<file path="src/common/muldiv_settings.svh">
//////////////////////////////////////////////////
// build settings of the RV32M multiply/divide unit
// MD_DIV_LATENCY must equal the number of set bits in MD_DIV_STAGE_MASK
// MD_LATENCY must leave at least one delay register after the multiplier
//////////////////////////////////////////////////

`ifndef MULDIV_SETTINGS_SVH
`define MULDIV_SETTINGS_SVH

// operand and result width
`define MD_XLEN 32

// bit i set puts a register after divider row i, here every fourth row
`define MD_DIV_STAGE_MASK 32'h8888_8888
`define MD_DIV_LATENCY 8

// product registers behind the multiplier input register
`define MD_MUL_STAGES 3

// issue to result, input register plus array plus output register
`define MD_LATENCY (`MD_DIV_LATENCY + 2)

`define MD_TAG_W 5

`endif

</file>
<file path="src/common/muldiv_pkg.sv">
//////////////////////////////////////////////////
// types shared by the multiply/divide unit
// opcode encoding follows the RV32M funct3 field
//////////////////////////////////////////////////

`include "muldiv_settings.svh"

package muldiv_pkg;

	// the value of each operation is its funct3 code
	typedef enum logic [2:0] {
		op_mul    = 3'd0,
		op_mulh   = 3'd1,
		op_mulhsu = 3'd2,
		op_mulhu  = 3'd3,
		op_div    = 3'd4,
		op_divu   = 3'd5,
		op_rem    = 3'd6,
		op_remu   = 3'd7
	} md_op_e;

	// request from the core, 72 bits
	typedef struct packed {
		md_op_e                 op;
		logic [`MD_XLEN-1:0]    a;
		logic [`MD_XLEN-1:0]    b;
		logic [`MD_TAG_W-1:0]   tag;
	} md_req_t;

	// result back to the core, 37 bits
	typedef struct packed {
		logic [`MD_XLEN-1:0]    result;
		logic [`MD_TAG_W-1:0]   tag;
	} md_rsp_t;

	// what the sign restore needs at the far end of the divide array, 9 bits
	typedef struct packed {
		logic                   neg_quo;
		logic                   neg_rem;
		logic                   div_zero;
		logic                   sel_rem;
		logic [`MD_TAG_W-1:0]   tag;
	} md_div_side_t;

endpackage

</file>
<file path="src/source/mul_pipe.sv">
//////////////////////////////////////////////////
// RV32M multiplier for DSP blocks, 33x33 signed with extended operands
// product registers are meant to be retimed into the DSP pipeline
// a delay line pads the path to MD_LATENCY
//////////////////////////////////////////////////

`timescale 1ns/1ps

`include "muldiv_settings.svh"

module mul_pipe import muldiv_pkg::*; (
	input  logic    clk,
	input  logic    rst,
	input  logic    i_valid,
	input  md_req_t i_req,
	output logic    o_valid,
	output md_rsp_t o_rsp
);

	localparam int XLEN   = `MD_XLEN;
	localparam int STAGES = `MD_MUL_STAGES;
	// whatever is left of the unit latency after the input and product registers
	localparam int DLY    = `MD_LATENCY - 1 - `MD_MUL_STAGES;

	typedef struct packed {
		logic                   hi;
		logic [`MD_TAG_W-1:0]   tag;
	} mul_side_t;

	logic                       a_sgn;
	logic                       b_sgn;
	mul_side_t                  side_d;

	logic                       in_vld;
	logic signed [XLEN:0]       in_a;
	logic signed [XLEN:0]       in_b;
	mul_side_t                  in_side;
	logic signed [2*XLEN+1:0]   prod;

	logic [STAGES-1:0]          st_vld;
	logic [2*XLEN-1:0]          st_prod [STAGES];
	mul_side_t                  st_side [STAGES];

	md_rsp_t                    sel_rsp;
	logic [DLY-1:0]             dly_vld;
	md_rsp_t                    dly_rsp [DLY];

	// mulhu zero extends both, mulhsu only b, mul takes the low word so either works
	always_comb begin
		a_sgn      = (i_req.op != op_mulhu);
		b_sgn      = (i_req.op == op_mul) || (i_req.op == op_mulh);
		side_d.hi  = (i_req.op != op_mul);
		side_d.tag = i_req.tag;
	end

	always_ff @(posedge clk) begin
		in_a    <= {a_sgn & i_req.a[XLEN-1], i_req.a};
		in_b    <= {b_sgn & i_req.b[XLEN-1], i_req.b};
		in_side <= side_d;
	end

	assign prod = in_a * in_b;

	//////////////////////////////////////////////////
	// product pipeline and delay line
	//////////////////////////////////////////////////

	always_ff @(posedge clk) begin
		if (rst) begin
			in_vld  <= 1'b0;
			st_vld  <= '0;
			dly_vld <= '0;
		end else begin
			in_vld     <= i_valid;
			st_vld[0]  <= in_vld;
			for (int k = 1; k < STAGES; k++) begin
				st_vld[k] <= st_vld[k-1];
			end
			dly_vld[0] <= st_vld[STAGES-1];
			for (int k = 1; k < DLY; k++) begin
				dly_vld[k] <= dly_vld[k-1];
			end
		end
	end

	// the low 64 bits of the 66 bit product are the full 32x32 result
	always_ff @(posedge clk) begin
		st_prod[0] <= prod[2*XLEN-1:0];
		st_side[0] <= in_side;
		for (int k = 1; k < STAGES; k++) begin
			st_prod[k] <= st_prod[k-1];
			st_side[k] <= st_side[k-1];
		end
		dly_rsp[0] <= sel_rsp;
		for (int k = 1; k < DLY; k++) begin
			dly_rsp[k] <= dly_rsp[k-1];
		end
	end

	always_comb begin
		sel_rsp.result = st_side[STAGES-1].hi ? st_prod[STAGES-1][2*XLEN-1:XLEN]
		                                      : st_prod[STAGES-1][XLEN-1:0];
		sel_rsp.tag    = st_side[STAGES-1].tag;
	end

	assign o_valid = dly_vld[DLY-1];
	assign o_rsp   = dly_rsp[DLY-1];

endmodule

</file>
<file path="config.mk">
export PLATFORM = sky130hd
export DESIGN_NAME = mul_pipe
export DESIGN_NICKNAME = d
export VERILOG_FILES = /design/src/common/muldiv_pkg.sv /design/src/source/mul_pipe.sv
export VERILOG_INCLUDE_DIRS = /design/src /design/src/common
export SDC_FILE = /design/constraint.sdc
export NUM_CORES = 2
export LEC_CHECK = 0
export BUFFER_PORTS_ARGS = -buffer_cell sky130_fd_sc_hd__buf_2
export CELL_PAD_IN_SITES_DETAIL_PLACEMENT = 1
export CELL_PAD_IN_SITES_GLOBAL_PLACEMENT = 1
export CORE_UTILIZATION = 53
export CTS_BUF_LIST = sky130_fd_sc_hd__clkbuf_2
export CTS_CLUSTER_SIZE = 28
export DETAILED_ROUTE_END_ITERATION = 7
export PLACE_DENSITY_LB_ADDON = 0.1
export SLEW_MARGIN = 20
export SYNTH_ARGS = -nofsm -noshare
export SYNTH_HDL_FRONTEND = slang
export SYNTH_SLANG_ARGS = --single-unit
</file>
<file path="constraint.sdc">
create_clock -name clk -period 10.1 [get_ports clk]
set_clock_uncertainty 0.2 [all_clocks]
set_input_delay 1.01 -clock clk [delete_from_list [all_inputs] [get_ports clk]]
set_output_delay 1.01 -clock clk [all_outputs]
set_load 0.1 [all_outputs]
</file>
==> results.md <==
- The synthesized design devotes to its leading area cell type 46.0% of total area.
- The delay of the slowest cell on the worst path is 1.08 ns.
- After global routing the overflow that remains totals 0.
- The synthesized net count is slightly above 6,000.
- Of the available clock period, the critical path in the final layout requires just over 90%.
- The endpoint type of the worst setup path is a flip-flop.
- In this run the clock root is driven by a sky130_fd_sc_hd__clkbuf_2.
- The deepest level of the CTS H-tree is 4.
- The average wire per cell in the routed design is roughly 21 um.
- The number of detailed-routing iterations run before antenna repair is 5.
- Across the whole layout, storage elements account for ~10,000 um^2.
- The synthesis warning total is 0.
- The most used flip-flop cell after synthesis is sky130_fd_sc_hd__dfxtp_1.
- The total via count after detailed routing is 32,500.
- The cell that appears most often on the critical path is sky130_fd_sc_hd__fa_1.
- The die outline height is a little over 300 um.
- At the pin with the least slew margin, the transition time is roughly 1.1 ns.
- The number of rows in the core area is 111.
- The buffer levels on the longest clock path is 3.
- The layout net count is around 6,300.
- The cell count after synthesis came out at roughly 4,700.
- The finished layout holds between 6,000 and 7,000 standard cells, fillers aside.
- The shortest clock period the worst path allows after layout is a little over 9 ns.
- The cell area reported after detailed placement is around 51,000 um^2.
- In the final layout, the multi-input gates occupy 33,800 um^2.
- In the routed layout, each cell is associated on average with a via count of 5.22.
- The max capacitance violation total is 0.
- The post-synthesis instance area is ~50,000 um^2.
- The area of the core region is 91,700 um^2.
- The number of gates resized after CTS was 0.
- The startpoint class of the critical path is a flip-flop.
- Clock-pin slew was measured on the worst setup and hold paths at 0.12 ns.
- The overall routing resource usage is 30.2%.
- For the worst setup path, the data required time is 11.08 ns.
- Adding up every negative setup slack in the final design gives 0 ns.
- The tightest min-delay check is of the reg -> reg type.
- Headroom to the max-slew limit came out at 25.1%.
- The post-synthesis sequential element count is 514.
- The number of filler instances in the final layout is between 10,000 and 15,000.
- The number of nets still failing antenna checks after routing is 0.
- The share of synthesized area occupied by flip-flops and latches is around a fifth.
- The total die area is 93,700 um^2.
- The maximum fanout along the worst path is 18.
- The global-route wire length before repair is 214 mm.
- The final setup violation count is 0.
- TritonCTS built the clock tree.
- The startpoint identified for the worst hold timing path is dly_rsp[4][4]$_DFF_P_.
- Summing all non-filler instances in the final layout gives an area of ~53,000 um^2.
- Setup repair after global routing left no endpoint under its margin.
- The launch point of the critical path is in_b[0]$_DFF_P_.
- The area growth from synthesis to layout is 8.99%.
- The number of setup buffers added after CTS is 0.
- The number of antenna violations at the first check in global routing is 8.
- The flow ran to the end, and the final reports show no timing, DRC or antenna violations.
- The count of input and output buffers is 112.
- The number of global-route vias before repair came to roughly 38,000.
- In the synthesized netlist the async set-or-reset flop fraction comes to 0%.
- Timing would allow up to around 110 MHz.
- The post-detailed-route DRC marker count is 0.
- On the critical path, the stage with the largest delay is an instance of sky130_fd_sc_hd__fa_1.
- At the end of the flow the core is filled with cells to 58.3%.
- The die boundary width is 306 um.
- The initial utilization of the core area, before any placement, comes to 53.4%.
- The post-placement cell count is between 5,000 and 6,000.
- After synthesis, the netlist uses 56 different library cells.
- At the worst endpoint, the arrival time is 10.20 ns.
- The number of hold violations in the final report came to 0.
- The clock latency of the later-clocked register in the worst-skew pair is around 1.4 ns.
- The share of final-layout standard cells stronger than drive strength 1 is 9.14%.
- The number of enable-type register cells in the synthesized netlist is 0.
- The worst register-to-register path begins at in_b[0]$_DFF_P_.
- At the end of routability-driven placement, the weighted congestion stood at roughly 0.88.
- The top-level port count is roughly 110.
- The number of buffers created by CTS is 130.
- In the post-synthesis netlist, the biggest area contributors are sky130_fd_sc_hd__fa_1 46%, sky130_fd_sc_hd__dfxtp_1 21%, sky130_fd_sc_hd__inv_1 8.4%.
- Summed over all nets, the half-perimeter wirelength after detailed placement is roughly 110 mm.
- The critical path goes through buf_4 -> nand2_1 -> inv_1 -> fa_1 -> fa_1 -> fa_1 -> inv_1 -> fa_1 -> inv_1 -> fa_1 -> fa_1 -> fa_1 -> fa_1 -> ha_1 -> and4_1 -> or4b_1 -> inv_1 -> nand3_1 -> o2111ai_1 -> nand3_1 -> o21a_1 -> a21oi_1 -> xnor2_1.
- The DRC marker count from the first detailed-route iteration is between 1,500 and 2,000.
- The final layout contains routed wiring with a total length of 134 mm.
- The startpoint-to-endpoint class of the critical path is reg -> reg.
- The largest area contributor in the synthesized netlist is sky130_fd_sc_hd__fa_1.
- The final number of max-transition violations came to 0.
- The average size of a mapped cell is approximately 10 um^2.
- The total clock sinks is 514.
- Entering global routing, the biggest net connects 34 pins.
- The slack of the worst reg-to-reg path is between 0.8 and 0.9 ns.
==> per-stage QoR <==
stage | setup WS [ns] | hold WS, ns
after floorplan | 2.04 | 0.110
after global placement | 1.11 | 0.110
after detailed placement | 0.876 | 0.113
after CTS | 0.886 | 0.00925
after global routing | 0.469 | 0.0233
final | 0.883 | 0.0117
==> layer usage <==
metal	routed length (um)	share of wire, %	global-route usage [%]	vias up
met3	7480	5.6	4.95	235
met5	78	0.058	0	-
met1	56800	43	40.4	17400
met2	65200	49	50.3	893
met4	3960	3.0	9.65	12
li1	-	-	-	14000
==> cell families (layout without fill, tap and decap cells) <==
| kind of cell | after synthesis | count (layout) | share of synthesized area, % |
|---|---|---|---|
| adders and majority gates | 1337 | 1337 | 51.4 |
| AOI/OAI and AO/OA | 196 | 196 | 2.67 |
| other | 0 | 6 | 0 |
| DFF | 514 | 514 | 21.0 |
| buffers and inverters | 1315 | 1634 | 10.1 |
| xor gates and xnor gates | 81 | 81 | 1.45 |
| muxes | 32 | 32 | 0.736 |
| and+or+nand+nor | 1228 | 1228 | 12.7 |
==> what timing repair did <==
action                                  in CTS  in global routing
hold buffers                               128                  0
endpoints found under the hold margin       82                  0
endpoints found under the setup margin       0                  0
==> worst max-delay path, delay by kind of cell, from the launching register on <==
kind	cells	cell delay (ns)
buf+inv	5	1.10
compound gates	3	0.71
fa+ha+maj	9	5.11
flops	1	0.73
xor+xnor	1	0.08
simple gates	5	1.17
==> cell type report <==
type	instances	area share (%)
clock inverters	50	0.790
inverters	1094	7.69
flip-flops and latches	514	19.3
multi-input cells	2874	63.2
well taps	1186	2.78
diodes	6	0.0281
clock buffers	181	1.70
repair buffers	309	4.47
==> worst paths after layout <==
path         cells after the start                     end
max                             23  st_prod[0][63]$_DFF_P_
min                              0   dly_rsp[5][4]$_DFF_P_
max reg2reg                     23  st_prod[0][63]$_DFF_P_
min reg2reg                      0   dly_rsp[5][4]$_DFF_P_
==> cell usage after synthesis (4+ instances only) <==
master	n
sky130_fd_sc_hd__a21o_1	35
sky130_fd_sc_hd__mux2_2	32
sky130_fd_sc_hd__o21ai_0	23
sky130_fd_sc_hd__nor2b_1	37
sky130_fd_sc_hd__o21ai_1	7
sky130_fd_sc_hd__inv_1	1094
sky130_fd_sc_hd__a31oi_1	4
sky130_fd_sc_hd__o21a_1	9
sky130_fd_sc_hd__nand3_1	17
sky130_fd_sc_hd__xnor2_1	65
sky130_fd_sc_hd__fa_1	1125
sky130_fd_sc_hd__clkbuf_1	217
sky130_fd_sc_hd__nand2_1	548
sky130_fd_sc_hd__nor3_1	4
sky130_fd_sc_hd__ha_1	212
sky130_fd_sc_hd__nand2b_1	16
sky130_fd_sc_hd__a21oi_1	70
sky130_fd_sc_hd__dfxtp_1	514
sky130_fd_sc_hd__o21bai_1	6
sky130_fd_sc_hd__o211ai_1	8
sky130_fd_sc_hd__xor2_1	16
sky130_fd_sc_hd__nand4_1	12
sky130_fd_sc_hd__and2_1	543
sky130_fd_sc_hd__nor2_1	36
sky130_fd_sc_hd__o2111ai_1	4
==> flip-flops by register name (all words and copies together), names as in the netlist <==
signal / count
dly_rsp: 222
dly_vld: 6
in_a: 33
in_b: 33
in_side: 6
in_vld: 1
st_prod: 192
st_side: 18
st_vld: 3
==> placed cells by master, fill, tap and decap left out, drive strengths merged, types with 4 or more instances in the layout <==
cell type	synthesis	final
nor2	36	36
a21oi	70	70
a21o	35	35
mux2	32	32
ha	212	212
xnor2	65	65
o21a	9	9
inv	1094	1103
and2	543	543
o2111ai	4	4
clkinvlp	0	4
dfxtp	514	514
xor2	16	16
a31oi	4	4
buf	4	181
nand2	548	548
nand4	12	12
clkinv	0	31
nand3	17	17
nand2b	16	16
clkbuf	217	181
bufinv	0	6
a211oi	5	5
o21bai	6	6
nor3	4	4
diode	0	6
o21ai	33	33
fa	1125	1125
o211ai	10	10
dlygate4sd3	0	128
nor2b	37	37
Power is not shown: default switching activity piles up to over one toggle a cycle in this logic, so the estimate is an artifact.
