$ cat config.mk
export PLATFORM = sky130hd
export DESIGN_NAME = div_signed
export DESIGN_NICKNAME = d
export VERILOG_FILES = /design/src/common/muldiv_pkg.sv /design/src/divider/div_array.sv /design/src/divider/div_signed.sv
export VERILOG_INCLUDE_DIRS = /design/src /design/src/common
export SDC_FILE = /design/constraint.sdc
export NUM_CORES = 2
export LEC_CHECK = 0
export ABC_CLOCK_PERIOD_IN_PS = 16400
export BUFFER_PORTS_ARGS = -buffer_cell sky130_fd_sc_hd__buf_2
export CAP_MARGIN = 0
export CORE_ASPECT_RATIO = 2
export CORE_MARGIN = 2
export CORE_UTILIZATION = 50
export DETAILED_ROUTE_END_ITERATION = 7
export PLACE_DENSITY = 0.66
export SLEW_MARGIN = 0
export SYNTH_ARGS = -nofsm -noshare
export SYNTH_HDL_FRONTEND = slang
export SYNTH_SLANG_ARGS = --single-unit
$ cat constraint.sdc
create_clock -name clk -period 16.4 [get_ports clk]
set_clock_uncertainty 0.05 [all_clocks]
set_input_delay 1.64 -clock clk [delete_from_list [all_inputs] [get_ports clk]]
set_output_delay 1.64 -clock clk [all_outputs]
set_load 0.02 [all_outputs]
$ cat src/common/muldiv_settings.svh
//////////////////////////////////////////////////
// build settings of the RV32M multiply/divide unit
// MD_DIV_LATENCY must equal the number of set bits in MD_DIV_STAGE_MASK
// MD_LATENCY must leave at least one delay register after the multiplier
//////////////////////////////////////////////////

`ifndef MULDIV_SETTINGS_SVH
`define MULDIV_SETTINGS_SVH

// operand and result width
`define MD_XLEN 32

// bit i set puts a register after divider row i, here every fourth row
`define MD_DIV_STAGE_MASK 32'h8888_8888
`define MD_DIV_LATENCY 8

// product registers behind the multiplier input register
`define MD_MUL_STAGES 3

// issue to result, input register plus array plus output register
`define MD_LATENCY (`MD_DIV_LATENCY + 2)

`define MD_TAG_W 5

`endif

$ cat src/common/muldiv_pkg.sv
//////////////////////////////////////////////////
// types shared by the multiply/divide unit
// opcode encoding follows the RV32M funct3 field
//////////////////////////////////////////////////

`include "muldiv_settings.svh"

package muldiv_pkg;

	// the value of each operation is its funct3 code
	typedef enum logic [2:0] {
		op_mul    = 3'd0,
		op_mulh   = 3'd1,
		op_mulhsu = 3'd2,
		op_mulhu  = 3'd3,
		op_div    = 3'd4,
		op_divu   = 3'd5,
		op_rem    = 3'd6,
		op_remu   = 3'd7
	} md_op_e;

	// request from the core, 72 bits
	typedef struct packed {
		md_op_e                 op;
		logic [`MD_XLEN-1:0]    a;
		logic [`MD_XLEN-1:0]    b;
		logic [`MD_TAG_W-1:0]   tag;
	} md_req_t;

	// result back to the core, 37 bits
	typedef struct packed {
		logic [`MD_XLEN-1:0]    result;
		logic [`MD_TAG_W-1:0]   tag;
	} md_rsp_t;

	// what the sign restore needs at the far end of the divide array, 9 bits
	typedef struct packed {
		logic                   neg_quo;
		logic                   neg_rem;
		logic                   div_zero;
		logic                   sel_rem;
		logic [`MD_TAG_W-1:0]   tag;
	} md_div_side_t;

endpackage

$ cat src/divider/div_array.sv
//////////////////////////////////////////////////
// unsigned restoring divider, one quotient bit per row
// registered rows come from MD_DIV_STAGE_MASK, the rest is combinational
// a zero divisor gives all ones and the dividend as remainder
//////////////////////////////////////////////////

`timescale 1ns/1ps

`include "muldiv_settings.svh"

module div_array import muldiv_pkg::*; (
	input  logic                  clk,
	input  logic                  rst,
	input  logic                  i_valid,
	input  logic [`MD_XLEN-1:0]   i_dividend,
	input  logic [`MD_XLEN-1:0]   i_divisor,
	input  md_div_side_t          i_side,
	output logic                  o_valid,
	output logic [`MD_XLEN-1:0]   o_quotient,
	output logic [`MD_XLEN-1:0]   o_remainder,
	output md_div_side_t          o_side
);

	localparam int XLEN = `MD_XLEN;
	localparam logic [XLEN-1:0] STAGE_MASK = `MD_DIV_STAGE_MASK;

	// the whole state of one division between two rows
	typedef struct packed {
		logic [XLEN-1:0] rem;
		logic [XLEN-1:0] dvd;
		logic [XLEN-1:0] quo;
		logic [XLEN-1:0] dsr;
		md_div_side_t    side;
	} row_t;

	// element i feeds row i, element XLEN is the array output
	logic row_vld [0:XLEN];
	row_t row     [0:XLEN];

	// the stage mask and the latency setting must agree or the unit loses order
	if ($countones(STAGE_MASK) != `MD_DIV_LATENCY) begin : g_mask_check
		$error("divider stage mask does not match MD_DIV_LATENCY");
	end

	assign row_vld[0] = i_valid;
	assign row[0] = '{rem: '0, dvd: i_dividend, quo: '0, dsr: i_divisor, side: i_side};

	//////////////////////////////////////////////////
	// rows
	//////////////////////////////////////////////////

	for (genvar i = 0; i < XLEN; i++) begin : g_row
		logic [XLEN:0] trial;
		logic [XLEN:0] diff;
		logic          q_bit;
		row_t          nxt;

		// bring down the next dividend bit, msb first
		assign trial = {row[i].rem, row[i].dvd[XLEN-1]};
		// the partial remainder stays below the divisor so the top bit of diff is the borrow
		assign diff  = trial - {1'b0, row[i].dsr};
		assign q_bit = ~diff[XLEN];

		always_comb begin
			nxt     = row[i];
			nxt.rem = q_bit ? diff[XLEN-1:0] : trial[XLEN-1:0];
			nxt.dvd = {row[i].dvd[XLEN-2:0], 1'b0};
			nxt.quo = {row[i].quo[XLEN-2:0], q_bit};
		end

		if (STAGE_MASK[i]) begin : g_reg
			logic vld_q;
			row_t row_q;

			// only the valid bit is reset, so several divisions can share the array
			always_ff @(posedge clk) begin
				if (rst) begin
					vld_q <= 1'b0;
				end else begin
					vld_q <= row_vld[i];
				end
			end

			always_ff @(posedge clk) begin
				row_q <= nxt;
			end

			assign row_vld[i+1] = vld_q;
			assign row[i+1]     = row_q;
		end else begin : g_comb
			assign row_vld[i+1] = row_vld[i];
			assign row[i+1]     = nxt;
		end
	end

	assign o_valid     = row_vld[XLEN];
	assign o_quotient  = row[XLEN].quo;
	assign o_remainder = row[XLEN].rem;
	assign o_side      = row[XLEN].side;

endmodule

$ cat src/divider/div_signed.sv
//////////////////////////////////////////////////
// signed and unsigned divide and remainder around the unsigned array
// latency is MD_DIV_LATENCY plus an input and an output register
// divide by zero and signed overflow follow the RV32M rules
//////////////////////////////////////////////////

`timescale 1ns/1ps

`include "muldiv_settings.svh"

module div_signed import muldiv_pkg::*; (
	input  logic    clk,
	input  logic    rst,
	input  logic    i_valid,
	input  md_req_t i_req,
	output logic    o_valid,
	output md_rsp_t o_rsp
);

	localparam int XLEN = `MD_XLEN;

	logic               is_signed;
	logic               sign_a;
	logic               sign_b;
	logic [XLEN-1:0]    mag_a;
	logic [XLEN-1:0]    mag_b;
	md_div_side_t       side_d;

	logic               in_vld;
	logic [XLEN-1:0]    in_a;
	logic [XLEN-1:0]    in_b;
	md_div_side_t       in_side;

	logic               arr_vld;
	logic [XLEN-1:0]    arr_quo;
	logic [XLEN-1:0]    arr_rem;
	md_div_side_t       arr_side;

	logic [XLEN-1:0]    quo_fix;
	logic [XLEN-1:0]    rem_fix;

	//////////////////////////////////////////////////
	// magnitudes and sideband
	//////////////////////////////////////////////////

	always_comb begin
		is_signed = (i_req.op == op_div) || (i_req.op == op_rem);
		sign_a    = is_signed & i_req.a[XLEN-1];
		sign_b    = is_signed & i_req.b[XLEN-1];
		// the minimum value maps onto itself, which is its correct magnitude as unsigned
		mag_a     = sign_a ? -i_req.a : i_req.a;
		mag_b     = sign_b ? -i_req.b : i_req.b;

		side_d.neg_quo  = sign_a ^ sign_b;
		// the remainder takes the sign of the dividend
		side_d.neg_rem  = sign_a;
		side_d.div_zero = (i_req.b == '0);
		side_d.sel_rem  = (i_req.op == op_rem) || (i_req.op == op_remu);
		side_d.tag      = i_req.tag;
	end

	always_ff @(posedge clk) begin
		if (rst) begin
			in_vld <= 1'b0;
		end else begin
			in_vld <= i_valid;
		end
	end

	always_ff @(posedge clk) begin
		in_a    <= mag_a;
		in_b    <= mag_b;
		in_side <= side_d;
	end

	div_array u_array (
		.clk         (clk),
		.rst         (rst),
		.i_valid     (in_vld),
		.i_dividend  (in_a),
		.i_divisor   (in_b),
		.i_side      (in_side),
		.o_valid     (arr_vld),
		.o_quotient  (arr_quo),
		.o_remainder (arr_rem),
		.o_side      (arr_side)
	);

	//////////////////////////////////////////////////
	// sign restore
	//////////////////////////////////////////////////

	// the array already gives all ones for a zero divisor, so that quotient keeps its sign
	// the negated remainder magnitude is the original dividend again in that case
	always_comb begin
		quo_fix = (arr_side.neg_quo && !arr_side.div_zero) ? -arr_quo : arr_quo;
		rem_fix = arr_side.neg_rem ? -arr_rem : arr_rem;
	end

	always_ff @(posedge clk) begin
		if (rst) begin
			o_valid <= 1'b0;
		end else begin
			o_valid <= arr_vld;
		end
	end

	always_ff @(posedge clk) begin
		o_rsp.result <= arr_side.sel_rem ? rem_fix : quo_fix;
		o_rsp.tag    <= arr_side.tag;
	end

endmodule

==> impl_metrics.env <==
export IMPL_final_max_slew_viol_count=3
export IMPL_fin_nets=12200
export IMPL_fillers=14700
export IMPL_hold_viol=0
export IMPL_whs_endpoint="u_array.g_row[23].g_reg.row_q[49]"
export IMPL_dpl_cell_area_um2=92700
export IMPL_syn_avg_cell_area_um2=8.20
export IMPL_clk_path_buf_depth=3
export IMPL_start_kind="flip-flop"
export IMPL_fmaxAchievable_ghz=0.0625
export IMPL_hold_path_cell_count=0
export IMPL_endpoint_kind="flip-flop"
export IMPL_period_minus_slack_ns=16.00
export IMPL_drc=0
export IMPL_syn_area_um2=81300
export IMPL_post_route_util_pct=59.4
export IMPL_die_width_um=289
export IMPL_start_util_pct=50.2
export IMPL_clk_pin_slew_ns=0.07
export IMPL_seq_area_frac_synth_pct=22.9
export IMPL_ant_nets=0
export IMPL_clock_latency_ns=0.76
export IMPL_cts_buffers=91
export IMPL_crit_required_ns=16.97
export IMPL_cts_root_buffer="clkbuf_16"
export IMPL_syn_to_final_growth_pct=18.4
export IMPL_dieArea_um2=166000
export IMPL_r2r_slack_ns=0.40
export IMPL_grt_ovfl_total=0
export IMPL_grt_pass1_vias=85300
export IMPL_hold_path_class="reg -> reg"
export IMPL_rows=209
export IMPL_slowest_stage="a2111oi_2"
export IMPL_cp_common_cell="buf_4"
export IMPL_yosys_warnings=0
export IMPL_antenna_found_initial=6
export IMPL_critPathMaxStageDelay_ns=0.46
export IMPL_coreArea_um2=162000
export IMPL_worstRegToRegCells=64
export IMPL_wl_mm=294
export IMPL_hold_buffers=0
export IMPL_track_usage_pct=34.9
export IMPL_htree_levels=3
export IMPL_cp_max_fo=31
export IMPL_r2r_start="u_array.g_row[10].nxt[13]"
export IMPL_cap_violations=1
export IMPL_dpl_hpwl_mm=246
export IMPL_relSlewSlack_pct=-0.549
export IMPL_grt_pass1_wl_mm=447
export IMPL_port_buffer_count=112
export IMPL_ys_async_sr_fraction_pct=0
export IMPL_pin_count=113
export IMPL_cp_arrival_ns=16.57
export IMPL_worst_slack_ns=0.398
export IMPL_vias=79800
export IMPL_avgViaCountPerCell=6.02
export IMPL_place_congestion=1.03
export IMPL_r2r_end="u_array.g_row[11].g_reg.row_q[107]"
export IMPL_die_y_um=574
export IMPL_firstDrtPassIters=8
export IMPL_design_area_um2=96200
export IMPL_pre_cts_slack_ns=-0.0982
export IMPL_hold_start="u_array.g_row[19].g_reg.row_q[45]"
export IMPL_cts_tree="built"
export IMPL_synth_edf_count=0
export IMPL_fin_crit_sh_pct=97.6
export IMPL_drt_initial_drc_count=3457
export IMPL_clock_sinks=928
export IMPL_drive_above_1_share_pct=17.3
export IMPL_tightestPinTransition_ns=1.50
export IMPL_drt_wirelength_per_cell_um=22.2
export IMPL_dp_cells=13100
export IMPL_status="complete, but fails checks"
export IMPL_yosysUniqueCellTypes=107
export IMPL_stdcell_count=13300
export IMPL_violations="capacitance limit, slew limit"
export IMPL_ys_flop_type="dfxtp_1"
export IMPL_synth_cells=9918
export IMPL_critPathKind="reg -> reg"
export IMPL_grt_max_degree=65
export IMPL_setup_violations=0
export IMPL_synth_seq_cells=928
[kinds of logic (layout without fill, tap and decap cells)]
kind of cell / Yosys count / after routing / synth area share, %
AOI/OAI and AO/OA: 3140 / 3140 / 24.8
DFF: 928 / 928 / 22.9
adders and majority gates: 1033 / 1033 / 16.2
xor gates and xnor gates: 969 / 969 / 10.5
buffers and inverters: 831 / 2034 / 3.94
other: 1 / 37 / 0.00461
and+or+nand+nor: 2483 / 2483 / 14.5
muxes: 533 / 533 / 7.13
[routing by layer]
layer | wire length, um | track usage (%) | vias up | share of wire [%]
met4 | 46400 | 45.8 | 0 | 16
met2 | 157000 | 67.6 | 2450 | 53
met1 | 79900 | 24.3 | 37500 | 27
li1 | - | - | 38300 | -
met3 | 10800 | 5.29 | 1643 | 3.7
met5 | 0 | 0 | - | 0
[sequential cells by signal, summed over array words and instances (netlist names)]
register                   cells
u_array.g_row.nxt             70
u_array.g_row.trial            1
in_a                          32
in_vld                         1
in_side                        9
u_array.o_remainder           32
o_valid                        1
u_array.o_quotient            32
o_rsp                         37
u_array.o_valid                1
in_b                          32
u_array.o_side                 9
u_array.g_row.g_reg.row_q    664
u_array.g_row.g_reg.vld_q      7
[cells in the mapped netlist (all sizes together), types with 47 or more instances]
cell / count / share of area, %
a31oi: 52 / 0.41
nand2b: 173 / 1.3
a221o: 66 / 0.81
a21o: 409 / 3.8
xnor2: 587 / 6.4
nand4: 49 / 0.38
or3: 61 / 0.47
o21a: 159 / 1.5
o31ai: 73 / 0.69
o21bai: 115 / 1.1
nor2b: 165 / 1.3
dfxtp: 928 / 23
mux2: 371 / 5.1
a221oi: 49 / 0.54
o21ai: 706 / 4.4
mux2i: 162 / 2.0
nand3: 161 / 0.99
and3: 110 / 0.85
a21oi: 947 / 5.8
a211oi: 82 / 0.77
and2: 67 / 0.52
clkbuf: 144 / 0.66
nor3: 165 / 1.0
buf: 64 / 0.39
ha: 998 / 15
a22oi: 47 / 0.43
inv: 621 / 2.9
nor2: 690 / 3.2
xor2: 381 / 4.1
nand2: 696 / 3.2
[cell usage in the layout (no fill, tap or decap), drive strengths merged, types with 47 or more instances in the layout]
cell | netlist | layout
nand4 | 49 | 49
o21a | 159 | 159
a221oi | 49 | 49
and3 | 110 | 110
xnor2 | 587 | 587
a22oi | 47 | 47
or3 | 61 | 61
ha | 998 | 998
nand2b | 173 | 173
buf | 64 | 1243
nand3 | 161 | 161
nand2 | 696 | 696
inv | 621 | 631
mux2 | 371 | 371
nor2b | 165 | 165
a21oi | 947 | 947
o31ai | 73 | 73
and2 | 67 | 67
a31oi | 52 | 52
o21ai | 706 | 706
a221o | 66 | 66
o21bai | 115 | 115
xor2 | 381 | 381
clkbuf | 144 | 113
dfxtp | 928 | 928
a211oi | 82 | 82
mux2i | 162 | 162
a21o | 409 | 409
nor2 | 690 | 690
nor3 | 165 | 165
[worst max-delay path: cells and delay by family, from the launching register on]
kind            cells  cell delay (ns)
flops               1             0.40
fa+ha+maj           4             1.40
mux                 2             0.75
compound gates     35             8.69
buf+inv            12             2.24
simple gates        8             1.71
xor+xnor            3             0.52
[repair_timing]
action / CTS / global route
setup buffers: 0 / 8
cloned: 0 / 0
setup endpoints to repair: 31 / 200
gates resized for setup: 2 / 29
pin swaps: 1 / 4
[layout make-up]
cell class / instances / area (um2) / share of cell area [%]
Multi-Input combinational cell: 8173 / 60000 / 62.3
Sequential cell: 928 / 18600 / 19.3
Clock buffer: 113 / 2490 / 2.59
Antenna cell: 22 / 55.1 / 0.0572
Inverter: 623 / 2340 / 2.43
Clock inverter: 55 / 704 / 0.732
Timing Repair Buffer: 1243 / 9420 / 9.79
Tap cell: 2110 / 2640 / 2.74
[worst max-delay path by stage]
stage	slack (ns)	depth (start not counted)	start	endpoint
floorplan	1.88	60	u_array.g_row[23].g_reg.row_q[10]	u_array.g_row[27].g_reg.row_q[124]
global placement	0.007	61	u_array.g_row[10].nxt[10]	u_array.g_row[11].g_reg.row_q[108]
detailed placement	-0.1	62	u_array.g_row[10].nxt[10]	u_array.g_row[11].g_reg.row_q[111]
CTS	0.10	62	u_array.g_row[10].nxt[10]	u_array.g_row[11].g_reg.row_q[107]
global route	-0.02	71	u_array.g_row[11].g_reg.row_q[104]	u_array.g_row[15].g_reg.row_q[124]
finish	0.40	64	u_array.g_row[10].nxt[13]	u_array.g_row[11].g_reg.row_q[107]
[metrics by stage]
step	hold slack, ns	TNS, ns
floorplan	0.260	0
global route	0.268	-0.0237
finish	0.264	0
global placement	0.259	0
detailed placement	0.262	-1.99
CTS	0.260	0
Power is left out: the tool's default activity adds up to more than one toggle a clock period on the data nets, which glitch-free logic cannot reach.
